<file path="config.mk">
export PLATFORM = sky130hd
export DESIGN_NAME = obj_engine
export DESIGN_NICKNAME = d
export VERILOG_FILES = /design/src/logic/obj_pkg.sv /design/src/logic/obj_tbl_if.sv /design/src/logic/obj_req_if.sv /design/src/logic/obj_tbl_arbiter.sv /design/src/logic/obj_scan.sv /design/src/logic/obj_draw.sv /design/src/logic/obj_linebuf.sv /design/src/logic/obj_engine.sv
export SDC_FILE = /design/constraint.sdc
export NUM_CORES = 2
export LEC_CHECK = 0
export BUFFER_PORTS_ARGS = -buffer_cell sky130_fd_sc_hd__buf_2
export CAP_MARGIN = 15
export CORE_MARGIN = 1.5
export CORE_UTILIZATION = 35
export CTS_CLUSTER_SIZE = 24
export DETAILED_ROUTE_END_ITERATION = 6
export MAX_ROUTING_LAYER = met4
export SYNTH_ARGS = -nofsm -noshare
export SYNTH_HDL_FRONTEND = slang
export SYNTH_SLANG_ARGS = --single-unit
</file>
<file path="constraint.sdc">
create_clock -name clk -period 54.5 [get_ports clk]
set_input_delay 5.45 -clock clk [delete_from_list [all_inputs] [get_ports clk]]
set_output_delay 5.45 -clock clk [all_outputs]
set_load 0.03 [all_outputs]
</file>
<file path="src/logic/obj_pkg.sv">
// Shared types and constants for the sprite engine
// Imported by the drawer, scanner, line buffer and top level
package obj_pkg;

    // Sprite size in pixels, both directions
    localparam int OBJ_H = 16;

    // Visible pixels per line
    localparam int LINE_W = 256;

    // Byte offsets inside one four-byte table entry
    localparam logic [1:0] OFS_Y    = 2'd0;
    localparam logic [1:0] OFS_CODE = 2'd1;
    localparam logic [1:0] OFS_ATTR = 2'd2;
    localparam logic [1:0] OFS_X    = 2'd3;

    // 4-bit colour, 0 is transparent
    typedef logic [3:0] pxl_t;

    // Attribute byte as stored in the table
    typedef struct packed {
        logic       vflip;
        logic       hflip;
        logic [1:0] spare;
        logic [3:0] pal;
    } attr_t;

    // Graphics ROM word address
    // Half selects sprite columns 0-7 or 8-15
    typedef struct packed {
        logic [7:0] code;
        logic [3:0] row;
        logic       half;
    } rom_addr_t;

endpackage

</file>
<file path="src/logic/obj_tbl_if.sv">
// Scanner read port into the shared object table
// Request is held until grant; read data follows one cycle after grant
`timescale 1ns/100ps

interface obj_tbl_if #(
    parameter int AW = 7
);
    logic          req;
    logic [AW-1:0] addr;
    logic          gnt;
    logic [7:0]    rdata;

    modport arb (
        input  req, addr,
        output gnt, rdata
    );

    modport scan (
        output req, addr,
        input  gnt, rdata
    );
endinterface

</file>
<file path="src/logic/obj_req_if.sv">
// Draw request from the table scanner to the sprite drawer
// start is a single-cycle strobe, only issued while busy is low
`timescale 1ns/100ps

interface obj_req_if;
    logic       start;
    logic [7:0] code;
    logic [7:0] xpos;
    logic [3:0] pal;
    logic       hflip;
    logic       vflip;
    logic [3:0] ysub;
    logic       busy;

    modport scan (
        output start, code, xpos, pal, hflip, vflip, ysub,
        input  busy
    );

    modport draw (
        input  start, code, xpos, pal, hflip, vflip, ysub,
        output busy
    );
endinterface

</file>
<file path="src/logic/obj_tbl_arbiter.sv">
// Object table RAM shared by the CPU and the scanner
// CPU always wins; scanner is granted in idle CPU cycles
`timescale 1ns/100ps

module obj_tbl_arbiter #(
    parameter int NUM_OBJ = 32,
    parameter int ADDR_W  = 7
) (
    input  logic              clk,
    input  logic              rst,
    input  logic [ADDR_W-1:0] cpu_addr,
    input  logic [7:0]        cpu_din,
    input  logic              cpu_we,
    input  logic              cpu_rd,
    output logic [7:0]        cpu_dout,
    obj_tbl_if.arb            tbl
);

    // Four bytes per object
    logic [7:0]        mem [NUM_OBJ*4];
    logic              cpu_act;
    logic [ADDR_W-1:0] ram_addr;
    logic [7:0]        ram_q;
    logic              rd_pend;
    logic [7:0]        dout_hold;

    assign cpu_act  = cpu_we | cpu_rd;
    // Single port, CPU address takes over
    assign ram_addr = cpu_act ? cpu_addr : tbl.addr;
    assign tbl.gnt  = tbl.req & ~cpu_act;

    always_ff @(posedge clk) begin
        if (cpu_we) begin
            mem[cpu_addr] <= cpu_din;
        end
        ram_q <= mem[ram_addr];
    end

    // RAM output serves the scanner after a grant
    assign tbl.rdata = ram_q;

    // Flags the cycle where RAM output belongs to the CPU
    always_ff @(posedge clk, posedge rst) begin
        if (rst) begin
            rd_pend <= 1'b0;
        end else begin
            rd_pend <= cpu_rd;
        end
    end

    // Last CPU read stays on the bus until the next one
    assign cpu_dout = rd_pend ? ram_q : dout_hold;

    always_ff @(posedge clk) begin
        dout_hold <= cpu_dout;
    end

    // CPU strobes are exclusive
    a_cpu_excl: assert property (
        @(posedge clk) disable iff (rst) !(cpu_we && cpu_rd)
    );

    // Scanner keeps its request steady while the CPU holds the RAM
    a_req_hold: assert property (
        @(posedge clk) disable iff (rst)
        tbl.req && !tbl.gnt |=> tbl.req && $stable(tbl.addr)
    );

endmodule

</file>
<file path="src/logic/obj_scan.sv">
// Per-line walk of the object table, highest index first
// Issues one draw request for each object that covers vrender
`timescale 1ns/100ps

module obj_scan #(
    parameter int NUM_OBJ = 32,
    parameter int ADDR_W  = 7
) (
    input  logic       clk,
    input  logic       rst,
    input  logic       hinit,
    input  logic [7:0] vrender,
    obj_tbl_if.scan    tbl,
    obj_req_if.scan    req
);
    import obj_pkg::*;

    localparam int IW = ADDR_W - 2;

    typedef enum logic [1:0] {
        S_IDLE,
        S_REQ,
        S_DATA,
        S_ISSUE
    } state_t;

    state_t        st;
    logic [IW-1:0] idx;
    logic [1:0]    ofs;
    logic [7:0]    ydiff;
    attr_t         rd_attr;
    logic          last;

    // Row inside the sprite, out of zone when 16 or more
    assign ydiff   = vrender - tbl.rdata;
    assign rd_attr = tbl.rdata;
    assign last    = (idx == '0);

    assign tbl.req  = (st == S_REQ);
    assign tbl.addr = {idx, ofs};

    always_ff @(posedge clk, posedge rst) begin
        if (rst) begin
            st        <= S_IDLE;
            idx       <= '0;
            ofs       <= OFS_Y;
            req.start <= 1'b0;
        end else begin
            req.start <= 1'b0;
            case (st)
                S_IDLE: if (hinit) begin
                    idx <= IW'(NUM_OBJ - 1);
                    ofs <= OFS_Y;
                    st  <= S_REQ;
                end
                S_REQ: if (tbl.gnt) begin
                    st <= S_DATA;
                end
                S_DATA: begin
                    ofs <= ofs + 2'd1;
                    st  <= S_REQ;
                    // Skip the rest of the entry when out of zone
                    if (ofs == OFS_Y && ydiff[7:4] != 4'd0) begin
                        ofs <= OFS_Y;
                        idx <= idx - 1'b1;
                        if (last) st <= S_IDLE;
                    end
                    if (ofs == OFS_X) begin
                        st <= S_ISSUE;
                    end
                end
                S_ISSUE: if (!req.busy) begin
                    req.start <= 1'b1;
                    ofs       <= OFS_Y;
                    idx       <= idx - 1'b1;
                    st        <= last ? S_IDLE : S_REQ;
                end
                default: st <= S_IDLE;
            endcase
        end
    end

    // Entry bytes land straight in the request fields
    always_ff @(posedge clk) begin
        if (st == S_DATA) begin
            case (ofs)
                OFS_Y:    req.ysub <= ydiff[3:0];
                OFS_CODE: req.code <= tbl.rdata;
                OFS_ATTR: begin
                    req.pal   <= rd_attr.pal;
                    req.hflip <= rd_attr.hflip;
                    req.vflip <= rd_attr.vflip;
                end
                default:  req.xpos <= tbl.rdata;
            endcase
        end
    end

    // Whole table must be done within one line
    a_scan_done: assert property (
        @(posedge clk) disable iff (rst) hinit |-> st == S_IDLE
    );

endmodule

</file>
<file path="src/logic/obj_draw.sv">
// Fetches one 16-pixel sprite row from graphics ROM
// and writes its opaque pixels into the line buffer
`timescale 1ns/100ps

module obj_draw (
    input  logic              clk,
    input  logic              rst,
    obj_req_if.draw           req,
    output logic              rom_cs,
    output obj_pkg::rom_addr_t rom_addr,
    input  logic [31:0]       rom_data,
    input  logic              rom_ok,
    output logic              wr_en,
    output logic [7:0]        wr_addr,
    output obj_pkg::pxl_t     wr_data
);
    import obj_pkg::*;

    localparam int CW = $clog2(OBJ_H);

    typedef enum logic [1:0] {
        D_IDLE,
        D_FETCH,
        D_GAP,
        D_WRITE
    } dstate_t;

    dstate_t          st;
    logic             half;
    logic [CW-1:0]    col;
    logic [CW-1:0]    scol;
    logic [7:0]       code;
    logic [7:0]       xpos;
    logic [3:0]       row;
    logic [3:0]       pal;
    logic             hflip;
    logic [OBJ_H*4-1:0] pix_row;
    pxl_t             nib;
    logic [8:0]       scr;

    assign rom_addr = '{code: code, row: row, half: half};

    // Sprite column shown at screen offset col
    assign scol = col ^ {CW{hflip}};
    // Low nibble of half 0 is column 0
    assign nib  = pix_row[{scol, 2'b00} +: 4];
    assign scr  = {1'b0, xpos} + 9'(col);

    // Transparent and off-screen columns are skipped
    assign wr_en   = (st == D_WRITE) && (nib != 4'd0) && !scr[8];
    assign wr_addr = scr[7:0];
    assign wr_data = nib ^ pal;

    always_ff @(posedge clk, posedge rst) begin
        if (rst) begin
            st       <= D_IDLE;
            rom_cs   <= 1'b0;
            req.busy <= 1'b0;
            half     <= 1'b0;
            col      <= '0;
        end else begin
            case (st)
                D_IDLE: if (req.start) begin
                    req.busy <= 1'b1;
                    half     <= 1'b0;
                    rom_cs   <= 1'b1;
                    st       <= D_FETCH;
                end
                D_FETCH: if (rom_ok) begin
                    rom_cs <= 1'b0;
                    col    <= '0;
                    st     <= half ? D_WRITE : D_GAP;
                end
                // One idle cycle between the two ROM requests
                D_GAP: begin
                    half   <= 1'b1;
                    rom_cs <= 1'b1;
                    st     <= D_FETCH;
                end
                D_WRITE: begin
                    col <= col + 1'b1;
                    if (col == CW'(OBJ_H - 1)) begin
                        req.busy <= 1'b0;
                        st       <= D_IDLE;
                    end
                end
                default: st <= D_IDLE;
            endcase
        end
    end

    always_ff @(posedge clk) begin
        if (st == D_IDLE && req.start) begin
            code  <= req.code;
            xpos  <= req.xpos;
            pal   <= req.pal;
            hflip <= req.hflip;
            // Vertical flip picks the mirrored row
            row   <= req.ysub ^ {4{req.vflip}};
        end
        if (st == D_FETCH && rom_ok) begin
            if (half) begin
                pix_row[OBJ_H*4-1:OBJ_H*2] <= rom_data;
            end else begin
                pix_row[OBJ_H*2-1:0] <= rom_data;
            end
        end
    end

    // ROM request must not move before it is served
    a_rom_stable: assert property (
        @(posedge clk) disable iff (rst)
        rom_cs && !rom_ok |=> rom_cs && $stable(rom_addr)
    );

endmodule

</file>
<file path="src/logic/obj_linebuf.sv">
// Double line buffer, one half filled while the other is shown
// Halves swap on hinit; shown pixels are cleared behind the read
`timescale 1ns/100ps

module obj_linebuf (
    input  logic          clk,
    input  logic          rst,
    input  logic          hinit,
    input  logic          wr_en,
    input  logic [7:0]    wr_addr,
    input  obj_pkg::pxl_t wr_data,
    input  logic          pxl_cen,
    input  logic [7:0]    hdump,
    output obj_pkg::pxl_t pxl
);
    import obj_pkg::*;

    // Half currently being filled
    logic sel;
    pxl_t rd_pix [2];

    always_ff @(posedge clk, posedge rst) begin
        if (rst) begin
            sel <= 1'b0;
        end else if (hinit) begin
            sel <= ~sel;
        end
    end

    for (genvar b = 0; b < 2; b++) begin : g_half
        pxl_t              mem [LINE_W];
        // Column holds a pixel written since its last read
        logic [LINE_W-1:0] vld;
        logic              fill;

        assign fill = (sel == 1'(b));

        always_ff @(posedge clk) begin
            if (wr_en && fill) begin
                mem[wr_addr] <= wr_data;
            end
        end

        always_ff @(posedge clk, posedge rst) begin
            if (rst) begin
                vld <= '0;
            end else begin
                if (wr_en && fill) vld[wr_addr] <= 1'b1;
                // Clear after read on the display side
                if (pxl_cen && !fill) vld[hdump] <= 1'b0;
            end
        end

        assign rd_pix[b] = vld[hdump] ? mem[hdump] : '0;
    end

    always_ff @(posedge clk, posedge rst) begin
        if (rst) begin
            pxl <= '0;
        end else if (pxl_cen) begin
            pxl <= rd_pix[~sel];
        end
    end

endmodule

</file>
<file path="src/logic/obj_engine.sv">
// Sprite engine top level: table RAM, scanner, drawer and line buffer
// CPU writes the table; pixels come out one line after being built
`timescale 1ns/100ps

module obj_engine #(
    parameter int NUM_OBJ = 32,
    parameter int ADDR_W  = $clog2(NUM_OBJ) + 2
) (
    input  logic               clk,
    input  logic               rst,
    // CPU port
    input  logic [ADDR_W-1:0]  cpu_addr,
    input  logic [7:0]         cpu_din,
    input  logic               cpu_we,
    input  logic               cpu_rd,
    output logic [7:0]         cpu_dout,
    // Video timing
    input  logic               hinit,
    input  logic [7:0]         vrender,
    input  logic               pxl_cen,
    input  logic [7:0]         hdump,
    output obj_pkg::pxl_t      pxl,
    // Graphics ROM
    output logic               rom_cs,
    output obj_pkg::rom_addr_t rom_addr,
    input  logic [31:0]        rom_data,
    input  logic               rom_ok
);
    import obj_pkg::*;

    // Drawer to line buffer
    logic       wr_en;
    logic [7:0] wr_addr;
    pxl_t       wr_data;

    obj_tbl_if #(.AW(ADDR_W)) tbl_bus ();
    obj_req_if                req_bus ();

    obj_tbl_arbiter #(
        .NUM_OBJ  ( NUM_OBJ  ),
        .ADDR_W   ( ADDR_W   )
    ) u_arb (
        .clk      ( clk      ),
        .rst      ( rst      ),
        .cpu_addr ( cpu_addr ),
        .cpu_din  ( cpu_din  ),
        .cpu_we   ( cpu_we   ),
        .cpu_rd   ( cpu_rd   ),
        .cpu_dout ( cpu_dout ),
        .tbl      ( tbl_bus  )
    );

    obj_scan #(
        .NUM_OBJ  ( NUM_OBJ  ),
        .ADDR_W   ( ADDR_W   )
    ) u_scan (
        .clk      ( clk      ),
        .rst      ( rst      ),
        .hinit    ( hinit    ),
        .vrender  ( vrender  ),
        .tbl      ( tbl_bus  ),
        .req      ( req_bus  )
    );

    obj_draw u_draw (
        .clk      ( clk      ),
        .rst      ( rst      ),
        .req      ( req_bus  ),
        .rom_cs   ( rom_cs   ),
        .rom_addr ( rom_addr ),
        .rom_data ( rom_data ),
        .rom_ok   ( rom_ok   ),
        .wr_en    ( wr_en    ),
        .wr_addr  ( wr_addr  ),
        .wr_data  ( wr_data  )
    );

    obj_linebuf u_lbuf (
        .clk      ( clk      ),
        .rst      ( rst      ),
        .hinit    ( hinit    ),
        .wr_en    ( wr_en    ),
        .wr_addr  ( wr_addr  ),
        .wr_data  ( wr_data  ),
        .pxl_cen  ( pxl_cen  ),
        .hdump    ( hdump    ),
        .pxl      ( pxl      )
    );

endmodule

</file>
==> Word level (Yosys, flattened, before mapping) <==
Memory sizes are Yosys's and may differ from the RTL's. A register that Yosys moved wholly into a read port is not among the register bits.
Cells that the tools add are included.
{ "totals": {"mem_bits_rw": 3072, "inputBits": 70, "register_bits": 660, "n_memories": 3} }
{ "op_classes": {"bitwise_logic": 15, "mux": 56, "magnitude_cmp": 5, "reduce_logical": 39, "eq_ne": 17, "shift": 1, "n_addsub": 5} }
{ "mem_list": {"columns": ["name", "words", "width", "rd", "rd_clocked_by_memory_dff", "write_ports", "line", "rtl"], "rows": [
  ["u_arb.mem", 128, 8, 1, 1, 1, "obj_tbl_arbiter.sv:20", "logic [7:0] mem [NUM_OBJ*4];"],
  ["u_lbuf.g_half[0].mem", 256, 4, 1, 0, 1, "obj_linebuf.sv:31", "pxl_t mem [LINE_W];"],
  ["u_lbuf.g_half[1].mem", 256, 4, 1, 0, 1, "obj_linebuf.sv:31", null]
]} }
{ "ops": {"columns": ["cell", "count"], "rows": [
  ["256-bit two-way mux", 4],
  ["256-bit AND", 2],
  ["256-bit OR", 2],
  ["256-bit NOT", 1],
  ["64-bit by 7-bit variable part select with 4-bit output", 1],
  ["4-bit two-way mux", 6],
  ["2-bit two-way mux", 11],
  ["8-bit by 9-bit less-than comparator with 1-bit output, second input constant", 2],
  ["1-bit two-way mux", 18],
  ["1-bit binary-select mux with 8-bit select", 2],
  ["1-bit demux with 8-bit select", 2],
  ["8-bit by 1-bit >= comparator with 1-bit output, second input constant", 2],
  ["2-bit case mux with 4 select lines", 2],
  ["2-bit AND reduction", 8],
  ["5-bit two-way mux", 3],
  ["5-bit case mux with 3 select lines", 1],
  ["3-bit AND reduction", 5],
  ["2-bit equality test, second input constant", 6],
  ["2-bit inequality test, second input constant", 6],
  ["4-bit XOR", 3],
  ["1-bit logical AND", 11],
  ["8-bit by 4-bit adder with 9-bit output", 1],
  ["8-bit two-way mux", 1],
  ["4-bit case mux with 2 select lines", 1],
  ["24 further kinds", 37]
]} }

==> Logic depth before layout (Yosys ltp) <==
{ "logic_depth": {"ltp_word": 9, "depth_mapped": 15, "ltp_nobuf": 11} }

==> Hierarchy <==
From an unflattened synthesis, not the netlist that was laid out.
{ "hier_totals": {"cells_unflattened": 9053, "area_unflattened_um2": 151147.5} }
{ "by_module_without_submodules": {"columns": ["mod", "instances", "area_per_inst_um2", "cells_per_inst"], "rows": [
  ["obj_linebuf", 1, 103204.0, 6110],
  ["obj_tbl_arbiter", 1, 41492.3, 2470],
  ["obj_draw", 1, 4624.4, 326],
  ["obj_scan", 1, 1826.8, 147]
]} }

==> Worst setup path before layout <==
Ideal clock, no wire load.
{ "synth_path": {"path_type": "register -> register", "start": "register u_draw.col[1]", "end": "memory u_lbuf.g_half[0].mem[0][0] in the netlist's numbering (data pin)", "t_required_ns": 51.407, "setup_slack_ns": 35.248, "setup_ns": 3.093, "t_arrival_ns": 16.159, "stages_incl_launch_ff": 9, "n_path_buf": 3, "cell_sequence": "dfrtp_1 > buf_4 > buf_4 > buf_2 > inv_1 > mux4_2 > o221ai_1 > a221o_1 > xnor2_1"} }
{ "synth_between": {"elab_chain_len": 3} }
{ "synth_lines": {"columns": ["item", "line", "rtl"], "rows": [
  ["start: declaration", "obj_draw.sv:30", "logic [CW-1:0] col;"],
  ["start signal: assignment", "obj_draw.sv:81", "col <= col + 1'b1;"],
  ["4-bit XOR", "obj_draw.sv:44", "assign scol = col ^ {CW{hflip}};"],
  ["64-bit by 7-bit variable part select with 4-bit output", "obj_draw.sv:46", "assign nib = pix_row[{scol, 2'b00} +: 4];"],
  ["4-bit XOR", "obj_draw.sv:52", "assign wr_data = nib ^ pal;"],
  ["named net u_draw.wr_data[0]", "obj_draw.sv:15", "output obj_pkg::pxl_t wr_data"],
  ["end: declaration", "obj_linebuf.sv:31", null]
]} }
The timed path passes the listed nets, and every way through them passes these cells.

==> Worst setup path after layout <==
{ "layout_path": {"start": "input hdump[0]", "end": "register u_lbuf.pxl[2]"} }
{ "layout_between": {"elab_chain_len": 6, "elab_cells_between_ends": 11, "cone_classes": "mux (9); memory (2)"} }
{ "layout_lines": {"columns": ["item", "line", "rtl"], "rows": [
  ["start: declaration", "obj_engine.sv:21", "input logic [7:0] hdump,"],
  ["1-bit binary-select mux with 8-bit select", "obj_linebuf.sv:54", "assign rd_pix[b] = vld[hdump] ? mem[hdump] : '0;"],
  ["1-bit two-way mux (not written as such)", "obj_linebuf.sv:54", null],
  ["4-bit two-way mux", "obj_linebuf.sv:54", null],
  ["4-bit two-way mux (not written as such) (*) (3 in a row)", "obj_linebuf.sv:61", "pxl <= rd_pix[~sel];"],
  ["end signal: assignment", "obj_linebuf.sv:61", null],
  ["end: declaration", "obj_linebuf.sv:14", "output obj_pkg::pxl_t pxl"]
]} }
Mark *: on every way between the ends. The rest lies on a longest branch, timed or not. The select of a mux whose other input is x is not followed.
A chain may end at the register's enable or synchronous reset.

==> reports/metrics.cfg <==
[yosys]
synth-main-ff-cell = edfxtp_1
synth-warning-count = 0
netlist_instances = 7759
syn-num-nets = 7848
synth_seq_cells = 3740
synth-seq-area-share_pct = 72.9
synth_edf_count = 3187
yosys.cell_types.count = 81
synth_area_per_cell_um2 = 19.3
synth.cell_area_mm2 = 0.150
async_flop_share_pct = 14.4

[timing]
finalSetupTns_ps = 0
max-slew-margin-rel_pct = 11.1
setup_viol = 0
drv_slew = 0
fin_crit_sh_pct = 19.8
min_period_ps = 10780
fmax_mhz = 92.8
hold_violations = 0
final.setup_skew_ps = 105
whs_ps = 410
rsz0062_at_grt = false
worst_pin_slew_ps = 1330

[route]
drc = 0
vias = 79326
finalWirelength_um = 420000
avgViaCountPerCell = 5.69
ant_nets = 0
wl_per_cell_um = 30.1
drt_first_iter_violations = 10211
dr.pass1.iters = 6

[cts]
cts_max_level = 5
cts_buffers = 379
cts_tree = done
hold_buffers = 0
path_clk_slew_ps = 60
clockBufferDepth = 4
insertion_delay_ps = 1010
cts_sinks = 3740
root_buffer = clkbuf_16
cts_resized = 0
post-cts-setup-buffer-count = 0

[grt]
grt_use_met2_pct = 30.1
busiest_layer = met2
antenna_found_initial = 20
grt_use_total_pct = 19.6
overflow = 0
grt_use_met1_pct = 25.7
grt_first_pass_wirelength_um = 600000
use_met3_pct = 3.81
grt_max_degree = 214
grt_pass1_vias = 80943

[finish]
nNetsFinal = 8003
drive_above_1_share_pct = 25.0
post-route-cell-area_mm2 = 0.170
final_util_pct = 39.9
area_delta_synth_final_pct = 13.4

[placed_design]
hpwl_um = 263000
placed_cell_area_mm2 = 0.157
portBuffers = 95
gp_congestion = 0.898

[floorplan]
die_height_um = 658
dieArea_mm2 = 0.433
core_region_area_mm2 = 0.427
row_count = 240
die_w_um = 658
start_util_pct = 35.1
num_io_pins = 96

[critical_path]
ff2ff_path_depth = 10
rrSetupSlack_ps = 48750
critPathCaptureType = flip-flop
critPathKind = in -> reg
reg2reg_from = u_draw.col[1]
cp.arrival_ps = 11620
crit_fanout = 94
cp.required_ps = 55340
start_kind = input pin
r2r-end = u_lbuf.g_half[1].mem[240][1]

[worst_hold_path]
hold_path_depth = 0
min_from = u_scan.req.code[4]
hp-class = reg -> reg
min_to = u_draw.code[4]

[power]
p_leak_nw = 55.9
p_per_area_mw_per_mm2 = 45.3
vdd_drop_max_v = 0.0000707

[status]
status = complete, no violations

[run]
cap_violations = 0

## cell usage in the layout, fill, tap and decap left out, types with 129 or more instances in the layout
cell type	count
a2bb2oi_1	448
dfrtp_1	536
clkbuf_16	389
mux4_2	1035
edfxtp_1	3187
mux2i_1	129
nor2_1	658
nand2_1	455
buf_4	176
nand3_1	132
## metal layers
metal	up-vias	part of all wire (%)
li1	31955	-
met1	42505	40
met2	3984	47
met3	882	8.5
met4	0	4.5
met5	-	0
## registers in the layout, indices dropped and copies added, names as in the netlist, 5 cells and up
name and cells:
u_arb.tbl.rdata 8, u_draw.pix_row 64, u_scan.idx 5, u_scan.req.xpos 8
u_draw.xpos 8, u_lbuf.g_half.mem 2048, u_arb.dout_hold 8, u_scan.req.code 8
u_draw.code 8, u_arb.mem 1024, u_lbuf.g_half.vld 512
## cell type report
type,count,area [um^2]
multi-input combinational,3480,38400
inverter,37,154
clock inverter,185,2320
tap,5687,7120
antenna,11,27.5
fill,37804,257000
clock buffer,520,10700
sequential,3740,109000
timing repair buffer,276,2060
## cells by family (layout without fill, tap and decap cells)
family	after synthesis	count (layout)	synth area share (%)
flops	3740	3740	72.9
other cells	0	11	0
mux	1190	1190	16.6
xor+xnor	23	23	0.139
simple gates	1493	1493	4.24
fa+ha+maj	19	19	0.168
buf+inv	539	1018	1.72
compound gates	755	755	4.18
## power breakdown
group / internal [mW] / total (mW) / switching (mW)
sequential: 3.70 / 3.78 / 0.0728
clock: 1.59 / 2.71 / 1.12
combinational: 0.311 / 1.22 / 0.911
## how the worst max path moves through the flow
stage          startpoint       endpoint  slack [ps]  cells after the start
5_1_grt          hdump[0]  u_lbuf.pxl[0]       43230                     13
4_1_cts          hdump[0]  u_lbuf.pxl[0]       43560                     13
2_1_floorplan         rst  u_arb.rd_pend       34040                      1
3_5_place_dp     hdump[0]  u_lbuf.pxl[0]       42490                     13
6_report         hdump[0]  u_lbuf.pxl[2]       43720                     10
3_3_place_gp     hdump[0]  u_lbuf.pxl[0]       42480                     13
## cells in the mapped netlist (all sizes together), types with 6 or more instances
cell type	count	area [um^2]
nand4	24	150
o31ai	6	50.1
nor3	22	110
nor4	7	43.8
clkbuf	256	961
buf	246	1490
a2bb2oi	448	3920
edfxtp	3187	95700
xnor2	12	105
o21ai	44	220
o22a	64	561
ha	17	213
mux2	18	203
nand2b	16	100
nand2	459	1720
nor4b	6	58.8
a31oi	12	75.1
inv	36	135
a21oi	24	120
mux2i	134	1340
o22ai	7	43.8
a22oi	56	420
a32oi	10	87.6
mux4	1038	23400
and3	18	113
and2	9	56.3
dfrtp	537	13400
a221oi	8	70.1
a311o	8	80.1
a211oi	10	75.1
a2111oi	6	58.8
a22o	15	131
nand3	136	681
or2	8	50.1
xor2	11	104
dfxtp	16	320
nor2	731	2850
nor2b	28	175
o221a	8	90.1
nor4bb	6	60.1
## critical path, cell delays in order
cell and delay (ps):
buf_8 510, buf_12 610, buf_4 680, buf_4 670
buf_4 810, mux4_2 600, mux4_2 570, mux4_2 520
a211oi_1 900, o21ai_1 120
## metrics by stage
stage | worst slack [ps] | power (mW) | std cells
floorplan | 34040 | 4.96 | 7759
global placement | 42480 | 4.98 | 13217
detailed placement | 42490 | 5.05 | 13218
CTS | 43560 | 7.74 | 13923
global route | 43230 | 7.95 | 13933
finish | 43720 | 7.71 | 13936
Power figures use the tool's default switching activity.
